[config.mk]
export PLATFORM = sky130hd
export DESIGN_NAME = cpu_top
export DESIGN_NICKNAME = d
export VERILOG_FILES = /design/src/hw/cpu_pkg.sv /design/src/hw/ctrl_if.sv /design/src/hw/regfile.sv /design/src/hw/alu.sv /design/src/hw/controller.sv /design/src/hw/datapath.sv /design/src/hw/cpu_top.sv
export SDC_FILE = /design/constraint.sdc
export NUM_CORES = 2
export LEC_CHECK = 0
export ABC_AREA = 1
export BUFFER_PORTS_ARGS = -buffer_cell sky130_fd_sc_hd__buf_4
export CAP_MARGIN = 0
export CORE_UTILIZATION = 55
export DETAILED_ROUTE_END_ITERATION = 12
export GPL_ROUTABILITY_DRIVEN = 0
export PLACE_DENSITY_LB_ADDON = 0.08
export RECOVER_POWER = 100
export SKIP_CTS_REPAIR_TIMING = 1
export SYNTH_ARGS = -nofsm -noshare
export SYNTH_HDL_FRONTEND = slang
export SYNTH_SLANG_ARGS = --single-unit
[constraint.sdc]
create_clock -name clock -period 47.8 [get_ports clock]
set_input_delay 7.17 -clock clock [delete_from_list [all_inputs] [get_ports clock]]
set_output_delay 7.17 -clock clock [all_outputs]
set_load 0.01 [all_outputs]
[src/hw/cpu_pkg.sv]
`default_nettype none

package cpu_pkg;

	typedef logic [31:0] word_t;
	typedef logic [4:0]  reg_idx_t;
	typedef logic [5:0]  opcode_t;
	typedef logic [4:0]  subop_t;
	typedef logic [7:0]  ls_subop_t;

	// major opcodes, instr[30:25]
	localparam opcode_t op_ty_base = 6'b100000;
	localparam opcode_t op_addi    = 6'b101000;
	localparam opcode_t op_ori     = 6'b101100;
	localparam opcode_t op_xori    = 6'b101011;
	localparam opcode_t op_movi    = 6'b100010;
	localparam opcode_t op_lwi     = 6'b000010;
	localparam opcode_t op_swi     = 6'b001010;
	localparam opcode_t op_ty_ls   = 6'b011100;

	// base sub-opcodes, instr[4:0]
	localparam subop_t sub_add   = 5'b00000;
	localparam subop_t sub_sub   = 5'b00001;
	localparam subop_t sub_and   = 5'b00010;
	localparam subop_t sub_xor   = 5'b00011;
	localparam subop_t sub_or    = 5'b00100;
	localparam subop_t sub_slli  = 5'b01000;
	localparam subop_t sub_srli  = 5'b01001;
	localparam subop_t sub_rotri = 5'b01011;

	localparam ls_subop_t ls_lw = 8'b00000010;
	localparam ls_subop_t ls_sw = 8'b00001010;

	typedef enum logic [1:0] {
		imm_none,
		imm_alu,
		imm_mem,
		imm_reg_scaled
	} imm_sel_e;

	typedef enum logic [1:0] {
		res_base,
		res_add_imm,
		res_logic_imm,
		res_move
	} res_sel_e;

	typedef enum logic [1:0] {
		wb_alu,
		wb_imm,
		wb_mem
	} wb_sel_e;

	typedef enum logic [2:0] {
		ph_request,
		ph_latch,
		ph_execute,
		ph_memory,
		ph_writeback
	} phase_e;

endpackage

`default_nettype wire

[src/hw/ctrl_if.sv]
`timescale 1ns/1ps
`default_nettype none

interface ctrl_if;
	import cpu_pkg::*;

	imm_sel_e imm_sel;
	res_sel_e res_sel;
	wb_sel_e  wb_sel;
	logic     dm_read;
	logic     dm_write;
	logic     reg_write;
	subop_t   sub_op;

	modport master (
		output imm_sel, res_sel, wb_sel, dm_read, dm_write, reg_write, sub_op
	);

	// memory strobes go straight to the top, not through the datapath
	modport slave (
		input imm_sel, res_sel, wb_sel, reg_write, sub_op
	);

endinterface

`default_nettype wire

[src/hw/regfile.sv]
`timescale 1ns/1ps
`default_nettype none

module regfile (
	input  logic              clock,
	input  logic              reset,
	input  cpu_pkg::reg_idx_t read_a_idx,
	input  cpu_pkg::reg_idx_t read_b_idx,
	input  cpu_pkg::reg_idx_t write_idx,
	input  logic              write_enable,
	input  cpu_pkg::word_t    write_data,
	output cpu_pkg::word_t    read_a,
	output cpu_pkg::word_t    read_b
);
	import cpu_pkg::*;

	word_t regs [32];

	always_ff @(posedge clock or posedge reset) begin
		if (reset) begin
			for (int i = 0; i < 32; i++) begin
				regs[i] <= '0;
			end
		end else if (write_enable && (write_idx != 5'd0)) begin
			regs[write_idx] <= write_data;
		end
	end

	// r0 hardwired to zero
	assign read_a = (read_a_idx == 5'd0) ? '0 : regs[read_a_idx];
	assign read_b = (read_b_idx == 5'd0) ? '0 : regs[read_b_idx];

endmodule

`default_nettype wire

[src/hw/alu.sv]
`timescale 1ns/1ps
`default_nettype none

module alu (
	input  cpu_pkg::word_t   operand_a,
	input  cpu_pkg::word_t   operand_b,
	input  cpu_pkg::res_sel_e res_sel,
	input  cpu_pkg::subop_t  sub_op,
	output cpu_pkg::word_t   result
);
	import cpu_pkg::*;

	logic [4:0]  shamt;
	logic [63:0] rot_wide;
	word_t       base_result;

	assign shamt    = operand_b[4:0];
	assign rot_wide = {operand_a, operand_a} >> shamt;

	always_comb begin
		case (sub_op)
			sub_add:   base_result = operand_a + operand_b;
			sub_sub:   base_result = operand_a - operand_b;
			sub_and:   base_result = operand_a & operand_b;
			sub_xor:   base_result = operand_a ^ operand_b;
			sub_or:    base_result = operand_a | operand_b;
			sub_slli:  base_result = operand_a << shamt;
			sub_srli:  base_result = operand_a >> shamt;
			sub_rotri: base_result = rot_wide[31:0];
			default:   base_result = '0;
		endcase
	end

	always_comb begin
		case (res_sel)
			res_base:      result = base_result;
			res_add_imm:   result = operand_a + operand_b;
			// bit 3 set means ori
			res_logic_imm: result = sub_op[3] ? (operand_a | operand_b)
			                                  : (operand_a ^ operand_b);
			default:       result = operand_b;
		endcase
	end

endmodule

`default_nettype wire

[src/hw/controller.sv]
`timescale 1ns/1ps
`default_nettype none

module controller (
	input  logic          clock,
	input  logic          reset,
	input  cpu_pkg::word_t instr,
	ctrl_if.master        ctrl,
	output logic          pc_enable,
	output logic          fetch_enable,
	output logic          execute_enable,
	output logic          writeback_enable,
	output logic          im_enable,
	output logic          dm_enable
);
	import cpu_pkg::*;

	phase_e    phase;
	phase_e    next_phase;
	opcode_t   opcode;
	subop_t    subop;
	ls_subop_t ls_subop;
	imm_sel_e  imm_sel;
	res_sel_e  res_sel;
	wb_sel_e   wb_sel;
	logic      reg_write;
	logic      mem_read;
	logic      mem_write;

	assign opcode   = instr[30:25];
	assign subop    = instr[4:0];
	assign ls_subop = instr[7:0];

	always_ff @(posedge clock or posedge reset) begin
		if (reset) begin
			phase <= ph_request;
		end else begin
			phase <= next_phase;
		end
	end

	always_comb begin
		case (phase)
			ph_request: next_phase = ph_latch;
			ph_latch:   next_phase = ph_execute;
			ph_execute: next_phase = ph_memory;
			ph_memory:  next_phase = ph_writeback;
			default:    next_phase = ph_request;
		endcase
	end

	assign pc_enable        = (phase == ph_request);
	assign im_enable        = (phase == ph_request);
	assign fetch_enable     = (phase == ph_latch);
	assign execute_enable   = (phase == ph_execute);
	assign dm_enable        = (phase == ph_memory);
	assign writeback_enable = (phase == ph_writeback);

	always_comb begin
		imm_sel   = imm_none;
		res_sel   = res_base;
		wb_sel    = wb_alu;
		reg_write = 1'b0;
		mem_read  = 1'b0;
		mem_write = 1'b0;
		case (opcode)
			op_ty_base: begin
				case (subop)
					sub_add, sub_sub, sub_and, sub_xor, sub_or: begin
						reg_write = 1'b1;
					end
					sub_slli, sub_srli, sub_rotri: begin
						imm_sel   = imm_alu;
						reg_write = 1'b1;
					end
					default: reg_write = 1'b0;
				endcase
			end
			op_addi: begin
				imm_sel   = imm_alu;
				res_sel   = res_add_imm;
				reg_write = 1'b1;
			end
			op_ori, op_xori: begin
				imm_sel   = imm_alu;
				res_sel   = res_logic_imm;
				reg_write = 1'b1;
			end
			op_movi: begin
				imm_sel   = imm_alu;
				res_sel   = res_move;
				wb_sel    = wb_imm;
				reg_write = 1'b1;
			end
			op_lwi: begin
				imm_sel   = imm_mem;
				wb_sel    = wb_mem;
				reg_write = 1'b1;
				mem_read  = 1'b1;
			end
			op_swi: begin
				imm_sel   = imm_mem;
				mem_write = 1'b1;
			end
			op_ty_ls: begin
				case (ls_subop)
					ls_lw: begin
						imm_sel   = imm_reg_scaled;
						wb_sel    = wb_mem;
						reg_write = 1'b1;
						mem_read  = 1'b1;
					end
					ls_sw: begin
						imm_sel   = imm_reg_scaled;
						mem_write = 1'b1;
					end
					default: reg_write = 1'b0;
				endcase
			end
			default: reg_write = 1'b0;
		endcase
	end

	assign ctrl.imm_sel   = imm_sel;
	assign ctrl.res_sel   = res_sel;
	assign ctrl.wb_sel    = wb_sel;
	assign ctrl.reg_write = reg_write;
	assign ctrl.dm_read   = mem_read && (phase == ph_memory);
	assign ctrl.dm_write  = mem_write && (phase == ph_memory);

	// opcode bit 2 splits ori from xori, alu wants it in sub_op bit 3
	assign ctrl.sub_op = (res_sel == res_logic_imm) ? {1'b0, opcode[2], 3'b000} : subop;

endmodule

`default_nettype wire

[src/hw/datapath.sv]
`timescale 1ns/1ps
`default_nettype none

module datapath (
	input  logic           clock,
	input  logic           reset,
	ctrl_if.slave          ctrl,
	input  logic           pc_enable,
	input  logic           fetch_enable,
	input  logic           execute_enable,
	input  logic           writeback_enable,
	output cpu_pkg::word_t instr,
	output cpu_pkg::word_t im_addr,
	input  cpu_pkg::word_t im_rdata,
	output cpu_pkg::word_t dm_addr,
	output cpu_pkg::word_t dm_wdata,
	input  cpu_pkg::word_t dm_rdata
);
	import cpu_pkg::*;

	word_t    pc;
	word_t    ir;
	word_t    result_q;
	word_t    addr_q;
	word_t    reg_a;
	word_t    reg_b;
	word_t    alu_imm;
	word_t    operand_b;
	word_t    alu_result;
	word_t    wb_data;
	word_t    imm15_sext;
	word_t    imm15_zext;
	word_t    imm20_sext;
	word_t    shift_imm;
	reg_idx_t rt_idx;
	reg_idx_t read_b_idx;

	assign rt_idx     = ir[24:20];
	assign imm15_sext = {{17{ir[14]}}, ir[14:0]};
	assign imm15_zext = {17'd0, ir[14:0]};
	assign imm20_sext = {{12{ir[19]}}, ir[19:0]};
	assign shift_imm  = {27'd0, ir[14:10]};

	// port b reads rb while executing, rt afterwards for store data
	assign read_b_idx = execute_enable ? ir[14:10] : rt_idx;

	always_ff @(posedge clock or posedge reset) begin
		if (reset) begin
			pc <= '0;
			ir <= '0;
		end else begin
			if (pc_enable) pc <= pc + 32'd4;
			if (fetch_enable) ir <= im_rdata;
		end
	end

	always_ff @(posedge clock) begin
		if (execute_enable) begin
			result_q <= alu_result;
			addr_q   <= reg_a + operand_b;
		end
	end

	always_comb begin
		case (ctrl.res_sel)
			res_base:      alu_imm = shift_imm;
			res_add_imm:   alu_imm = imm15_sext;
			res_logic_imm: alu_imm = imm15_zext;
			default:       alu_imm = imm20_sext;
		endcase
		case (ctrl.imm_sel)
			imm_none: operand_b = reg_b;
			imm_alu:  operand_b = alu_imm;
			imm_mem:  operand_b = imm15_sext << 2;
			default:  operand_b = reg_b << ir[9:8];
		endcase
		case (ctrl.wb_sel)
			wb_imm:  wb_data = imm20_sext;
			wb_mem:  wb_data = dm_rdata;
			default: wb_data = result_q;
		endcase
	end

	regfile regs0 (
		.clock        (clock),
		.reset        (reset),
		.read_a_idx   (ir[19:15]),
		.read_b_idx   (read_b_idx),
		.write_idx    (rt_idx),
		.write_enable (writeback_enable && ctrl.reg_write),
		.write_data   (wb_data),
		.read_a       (reg_a),
		.read_b       (reg_b)
	);

	alu alu0 (
		.operand_a (reg_a),
		.operand_b (operand_b),
		.res_sel   (ctrl.res_sel),
		.sub_op    (ctrl.sub_op),
		.result    (alu_result)
	);

	assign instr    = ir;
	assign im_addr  = pc;
	assign dm_addr  = addr_q;
	assign dm_wdata = reg_b;

endmodule

`default_nettype wire

[src/hw/cpu_top.sv]
`timescale 1ns/1ps
`default_nettype none

module cpu_top (
	input  logic           clock,
	input  logic           reset,
	output logic           im_enable,
	output cpu_pkg::word_t im_addr,
	input  cpu_pkg::word_t im_rdata,
	output logic           dm_enable,
	output logic           dm_read,
	output logic           dm_write,
	output cpu_pkg::word_t dm_addr,
	output cpu_pkg::word_t dm_wdata,
	input  cpu_pkg::word_t dm_rdata
);
	import cpu_pkg::*;

	word_t instr;
	logic  pc_enable;
	logic  fetch_enable;
	logic  execute_enable;
	logic  writeback_enable;

	ctrl_if ctrl_bus ();

	controller ctrl0 (
		.clock            (clock),
		.reset            (reset),
		.instr            (instr),
		.ctrl             (ctrl_bus.master),
		.pc_enable        (pc_enable),
		.fetch_enable     (fetch_enable),
		.execute_enable   (execute_enable),
		.writeback_enable (writeback_enable),
		.im_enable        (im_enable),
		.dm_enable        (dm_enable)
	);

	datapath data0 (
		.clock            (clock),
		.reset            (reset),
		.ctrl             (ctrl_bus.slave),
		.pc_enable        (pc_enable),
		.fetch_enable     (fetch_enable),
		.execute_enable   (execute_enable),
		.writeback_enable (writeback_enable),
		.instr            (instr),
		.im_addr          (im_addr),
		.im_rdata         (im_rdata),
		.dm_addr          (dm_addr),
		.dm_wdata         (dm_wdata),
		.dm_rdata         (dm_rdata)
	);

	// already phase gated in the controller
	assign dm_read  = ctrl_bus.dm_read;
	assign dm_write = ctrl_bus.dm_write;

endmodule

`default_nettype wire

# Word level (Yosys, flattened, before mapping)
# Cells that the tools add are included.
[totals]
regBits = 1154
wordCells = 140
out_inout_bits = 100
in_bits = 66
[op_classes]
n_addsub = 3
reduce_logical = 20
n_lt_le_gt_ge = 4
n_mux = 32
bitwise = 6
n_eq_ne = 34
shift = 4
[op_table]
columns = ["op", "n"]
rows = [
  ["1024-bit bitwise mux", 1],
  ["32-bit binary-select mux with 5-bit select", 2],
  ["32-bit one-hot mux with 3 select lines", 3],
  ["32-bit two-way mux", 8],
  ["32-bit one-hot mux with 8 select lines", 1],
  ["32-bit demux with 5-bit select", 1],
  ["32-bit one-hot mux with 2 select lines", 1],
  ["64-bit by 5-bit >> shifter with 32-bit output", 1],
  ["32-bit by 3-bit adder with 32-bit output (second input constant)", 1],
  ["32-bit adder", 1],
  ["32-bit AND", 1],
  ["32-bit OR", 1],
  ["32-bit by 2-bit left shift with 32-bit output", 1],
  ["32-bit by 5-bit left shift with 32-bit output", 1],
  ["32-bit by 5-bit >> shifter with 32-bit output", 1],
  ["32-bit subtractor", 1],
  ["32-bit XOR", 1],
  ["5-bit by 4-bit equality test with 1-bit output (second input constant)", 6],
  ["6-bit equality test (second input constant)", 5],
  ["5-bit by 2-bit equality test with 1-bit output (second input constant)", 4],
  ["5-bit zero test", 4],
  ["6-bit >= comparator (second input constant)", 3],
  ["5-bit NOT with 6-bit output", 3],
  ["2-bit one-hot mux with 3 select lines", 2],
  ["other kinds (29)", 49],
]

# Depth between registers and ports, before layout
[logic_depth]
word_depth = 12
mapped_depth = 43
mapped_depth_nobuf = 39

# By module
# From an unflattened synthesis, not the netlist that was laid out.
[hier_totals]
cells_unflattened = 11958
hier_area_um2 = 77092.7
[modules_own_cells]
columns = ["mod", "seq_area_each_um2", "instances", "cells_per_inst", "area_each_um2"]
rows = [
  ["regfile", 25624.6, 1, 8298, 56359.1],
  ["alu", 0.0, 1, 2322, 11224.5],
  ["datapath", 3473.3, 1, 1252, 9056.2],
  ["controller", 75.1, 1, 86, 452.9],
]

# Least setup slack after synthesis
# No wires, ideal clock.
[synth_path]
path_type = "reg-to-output"
start = "register ctrl0.phase[2]"
end = "output port dm_wdata[31]"
arrival_ns = 2.487
path_stages_with_launch = 16
setup_slack_ns = 38.143
path_buffers = 6
path_cell_list = "dfrtp_1 -> nor2_4 -> nand2_4 -> nand2_4 -> nand2_2 -> buf_6 -> buf_6 -> buf_6 -> buf_6 -> buf_2 -> buf_4 -> o211ai_1 -> nand3_1 -> nand3_1 -> a31oi_1 -> nor3_1"
[synth_between]
elab_chain_len = 7
word_cells_on_any_way = 8
classes_between = "eq/ne: 1; mux: 5; bitwise: 1; reduce/logical: 1"
[synth_lines]
columns = ["element", "line", "text"]
rows = [
  ["from (decl)", "controller.sv:18", "phase_e phase;"],
  ["from (signal assigned)", "controller.sv:36", "phase <= ph_request;"],
  ["from (signal assigned)", "controller.sv:38", "phase <= next_phase;"],
  ["3-bit by 2-bit equality test with 1-bit output *", "controller.sv:55", "assign execute_enable = (phase == ph_execute);"],
  ["5-bit two-way mux *", "datapath.sv:45", "assign read_b_idx = execute_enable ? ir[14:10] : rt_idx;"],
  ["5-bit NOT with 6-bit output (not written as such)", "regfile.sv:31", "assign read_b = (read_b_idx == 5'd0) ? '0 : regs[read_b_idx];"],
  ["32-bit binary-select mux with 5-bit select", "regfile.sv:31", ""],
  ["32-bit two-way mux (not written as such) (2 in a row)", "regfile.sv:31", ""],
  ["32-bit two-way mux *", "regfile.sv:31", ""],
  ["to (decl)", "cpu_top.sv:14", "output cpu_pkg::word_t dm_wdata,"],
]
# Every way passes the cells marked *; elsewhere a longest branch is shown, timed or not. The select of a mux whose other input is x is not followed.

==> flow_summary.yaml <==
sta:
  finalCritPeriodShare: 0.426
  finalSetupTns_ns: 0
  period_minus_slack_ns: 20.36
  worst_pin_slew_ns: 5.35
  finalSetupViolCount: 0
  clock_skew_ns: 0.0360
  hold_viol_final: 0
  slew_violations: 2063
  rsz0062_at_grt: "false"
  slew_headroom: -2.58
  fmax_mhz: 49.1
  fin_hold_ws_ns: 0.386
cells_and_area:
  drive_gt1_frac: 0.0521
  mostFrequentLayoutCells: "nand2_1, o21ai_0, nand3_1, dfrtp_1, inv_1"
  final_nets: 10200
  final_common_cell: "nand2_1"
  fillers: 12400
  fin_area_sq_um: 78600
  seq_area_sq_um: 29200
  area_growth_pct: 6.98
  multi_input_area_sq_um: 37800
synth:
  synthMuxAreaShare: 0.000153
  yosys.area.top_type: "dfrtp_1"
  synth_fa_ha_area_frac: 0.0174
  synthCells: 10500
  synth_top_area_frac: 0.371
  ys_top_cells_by_area: "dfrtp_1, nand2_1, o21ai_0"
  syn-cell-area_sq_um: 73500
  ys_seq_area_frac: 0.397
  avgSynthCellArea_sq_um: 6.98
  ys_warn_count: 0
  ys_seq_elements: 1152
  synth_edf_count: 64
  synthXorXnorAreaFrac: 0.00703
  synth_ff_type: "dfrtp_1"
  synth-compound-area-share: 0.217
  synth_top_family_by_area: "simple AND/OR/NAND/NOR gates"
  synth_async_sr_flop_share: 0.944
  yosys.area_share.simple: 0.270
  synth_cell_types: 63
critical_path:
  endpoint_kind: "async pin"
  worstSetupPathType: "input port to async pin"
  arrival_ns: 20.52
  critPathRequiredTime_ns: 47.95
  worstPathMaxFanout: 118
  crit_top_cell: "clkbuf_1"
  cp_slowest_cell: "clkbuf_1"
  crit_path_cell_trace: "clkbuf_4, clkinvlp_2, clkbuf_1, clkbuf_1, clkbuf_1, clkbuf_1"
  max_stage_delay_ns: 2.98
  startpoint_type: "input port"
power_and_ir_drop:
  pwr_density_cell_nw_per_um2: 34.5
  seq_power_share: 0.380
  switchingPower_w: 0.000893
  internal_power_w: 0.00182
  clockPowerShare: 0.401
  leakagePower_nw: 39.6
  switching_share: 0.329
  pwr-share-comb: 0.219
  peakVddDrop_uv: 33.6
clock_network:
  worstSkewPairLatency_ns: 0.80
  htree_levels: 4
  ctsRootBufferMaster: "clkbuf_16"
  cts_buffers: 133
  clockBufferDepth: 3
  clk_pin_slew_ns: 0.06
  clock-sinks: 1152
  tritoncts: "yes"
die:
  initial_utilization: 0.557
  placementRows: 133
  die_y_um: 367
  fp.coreArea_sq_um: 132000
  pin_count: 166
  die_w_um: 367
  die_area_sq_um: 135000
min_path:
  min_path_type: "register to register"
drt:
  drc: 0
  via_count: 77000
  vias_per_cell: 6.45
  routedWlPerCell_um: 25.1
  first_iter_violations: 11600
  antenna_left: 0
  drt-pass1-iter-count: 7
  wl_mm: 300
status:
  violations: "max-capacitance violations, max-slew violations"
  status: "finished, violations left"
global_route:
  grt_pass1_vias: 70100
  grt_overflow: 0
  antenna_found_initial: 4
  grt_max_degree: 227
  grt.total_usage: 0.436
  grt_first_pass_wirelength_mm: 446
flow_run:
  maxCapViolCount: 52
placement:
  dpl.hpwl_mm: 178
  dpl_cell_area_sq_um: 74800
  io_buffers: 162
-- per-stage QoR --
step                worst slack (ns)  power [W]   util  cells
floorplan                       10.0    0.00144      -  10500
global placement               34.71    0.00160  0.567  11700
detailed placement             34.62    0.00161  0.567  11700
CTS                            33.78    0.00269  0.602  11900
global route                   24.83    0.00280  0.596  11900
finish                         27.44    0.00271  0.596  11900
-- cell type report --
cell class,instances,share of cell area
repair buffers,342,0.0271
inverters,707,0.0339
clock inverters,48,0.00834
well taps,1755,0.0279
flip-flops and latches,1152,0.371
diodes,5,0.000159
clock buffers,191,0.0502
multi-input cells,7746,0.481
-- path summary, 6_finish.rpt --
| kind | end | slack (ns) | cells past startpoint | from |
|---|---|---|---|---|
| worst max-delay path | data0.regs0.regs[86] | 27.44 | 6 | reset |
| worst min-delay path | data0.regs0.regs[1022] | 0.39 | 0 | data0.regs0.regs[1022] |
| worst max register to register | data0.result_q[24] | 27.68 | 39 | ctrl0.phase[2] |
| worst min register to register | data0.regs0.regs[1022] | 0.39 | 0 | data0.regs0.regs[1022] |
| max in group clock | data0.result_q[24] | 27.68 | 39 | ctrl0.phase[2] |
| min in group asynchronous | data0.regs0.regs[516] | 8.05 | 2 | reset |
-- worst max-delay path, delay by kind of cell --
kind | cells | cell delay (ns)
buf+inv | 6 | 13.09
-- metal layers --
metal  routed length (um)  up-vias  global-route usage
met3                39400     1329               0.113
met1               112000    35800               0.574
met2               122000     5345               0.619
met5                   36        -                   0
met4                26400        4               0.316
li1                     -    34500                   -
-- power by group through the flow --
| stage | Clock, W | Combinational [W] | Sequential, W |
|---|---|---|---|
| 3_5_place_dp | 0 | 0.000566 | 0.00105 |
| 6_report | 0.00109 | 0.000594 | 0.00103 |
| 5_1_grt | 0.00113 | 0.000635 | 0.00103 |
| 3_3_place_gp | 0 | 0.000559 | 0.00105 |
| 4_1_cts | 0.00109 | 0.000568 | 0.00103 |
| 2_1_floorplan | 0 | 0.000395 | 0.00104 |
-- synthesized netlist by cell type, drive strengths merged (11+ instances only) --
cell	n
a31o	21
ha	99
nor3	60
o211ai	416
clkinv	11
nand3	1105
buf	299
o2111ai	14
o2bb2ai	19
o221ai	27
xor2	46
nor4	12
o22ai	116
clkbuf	626
nor2	477
inv	696
nand4	91
o21ai	1710
dfrtp	1088
nand3b	24
nand2	2973
a31oi	61
a221oi	11
a21oi	389
xnor2	13
edfxtp	64
-- registers in the layout, indices dropped and copies added (netlist names) --
signal and count:
data0.dm_addr 32, ctrl0.phase 3, data0.im_addr 30, data0.regs0.regs 1024, data0.result_q 32, data0.instr 31
-- logic make-up after synthesis --
| group | count (synthesis) |
|---|---|
| xor+xnor | 59 |
| fa+ha+maj | 101 |
| compound gates | 2834 |
| other cells | 1 |
| buf+inv | 1632 |
| flops | 1152 |
| simple gates | 4749 |
| mux | 1 |
Note: power is estimated with default switching activity, not from simulation.
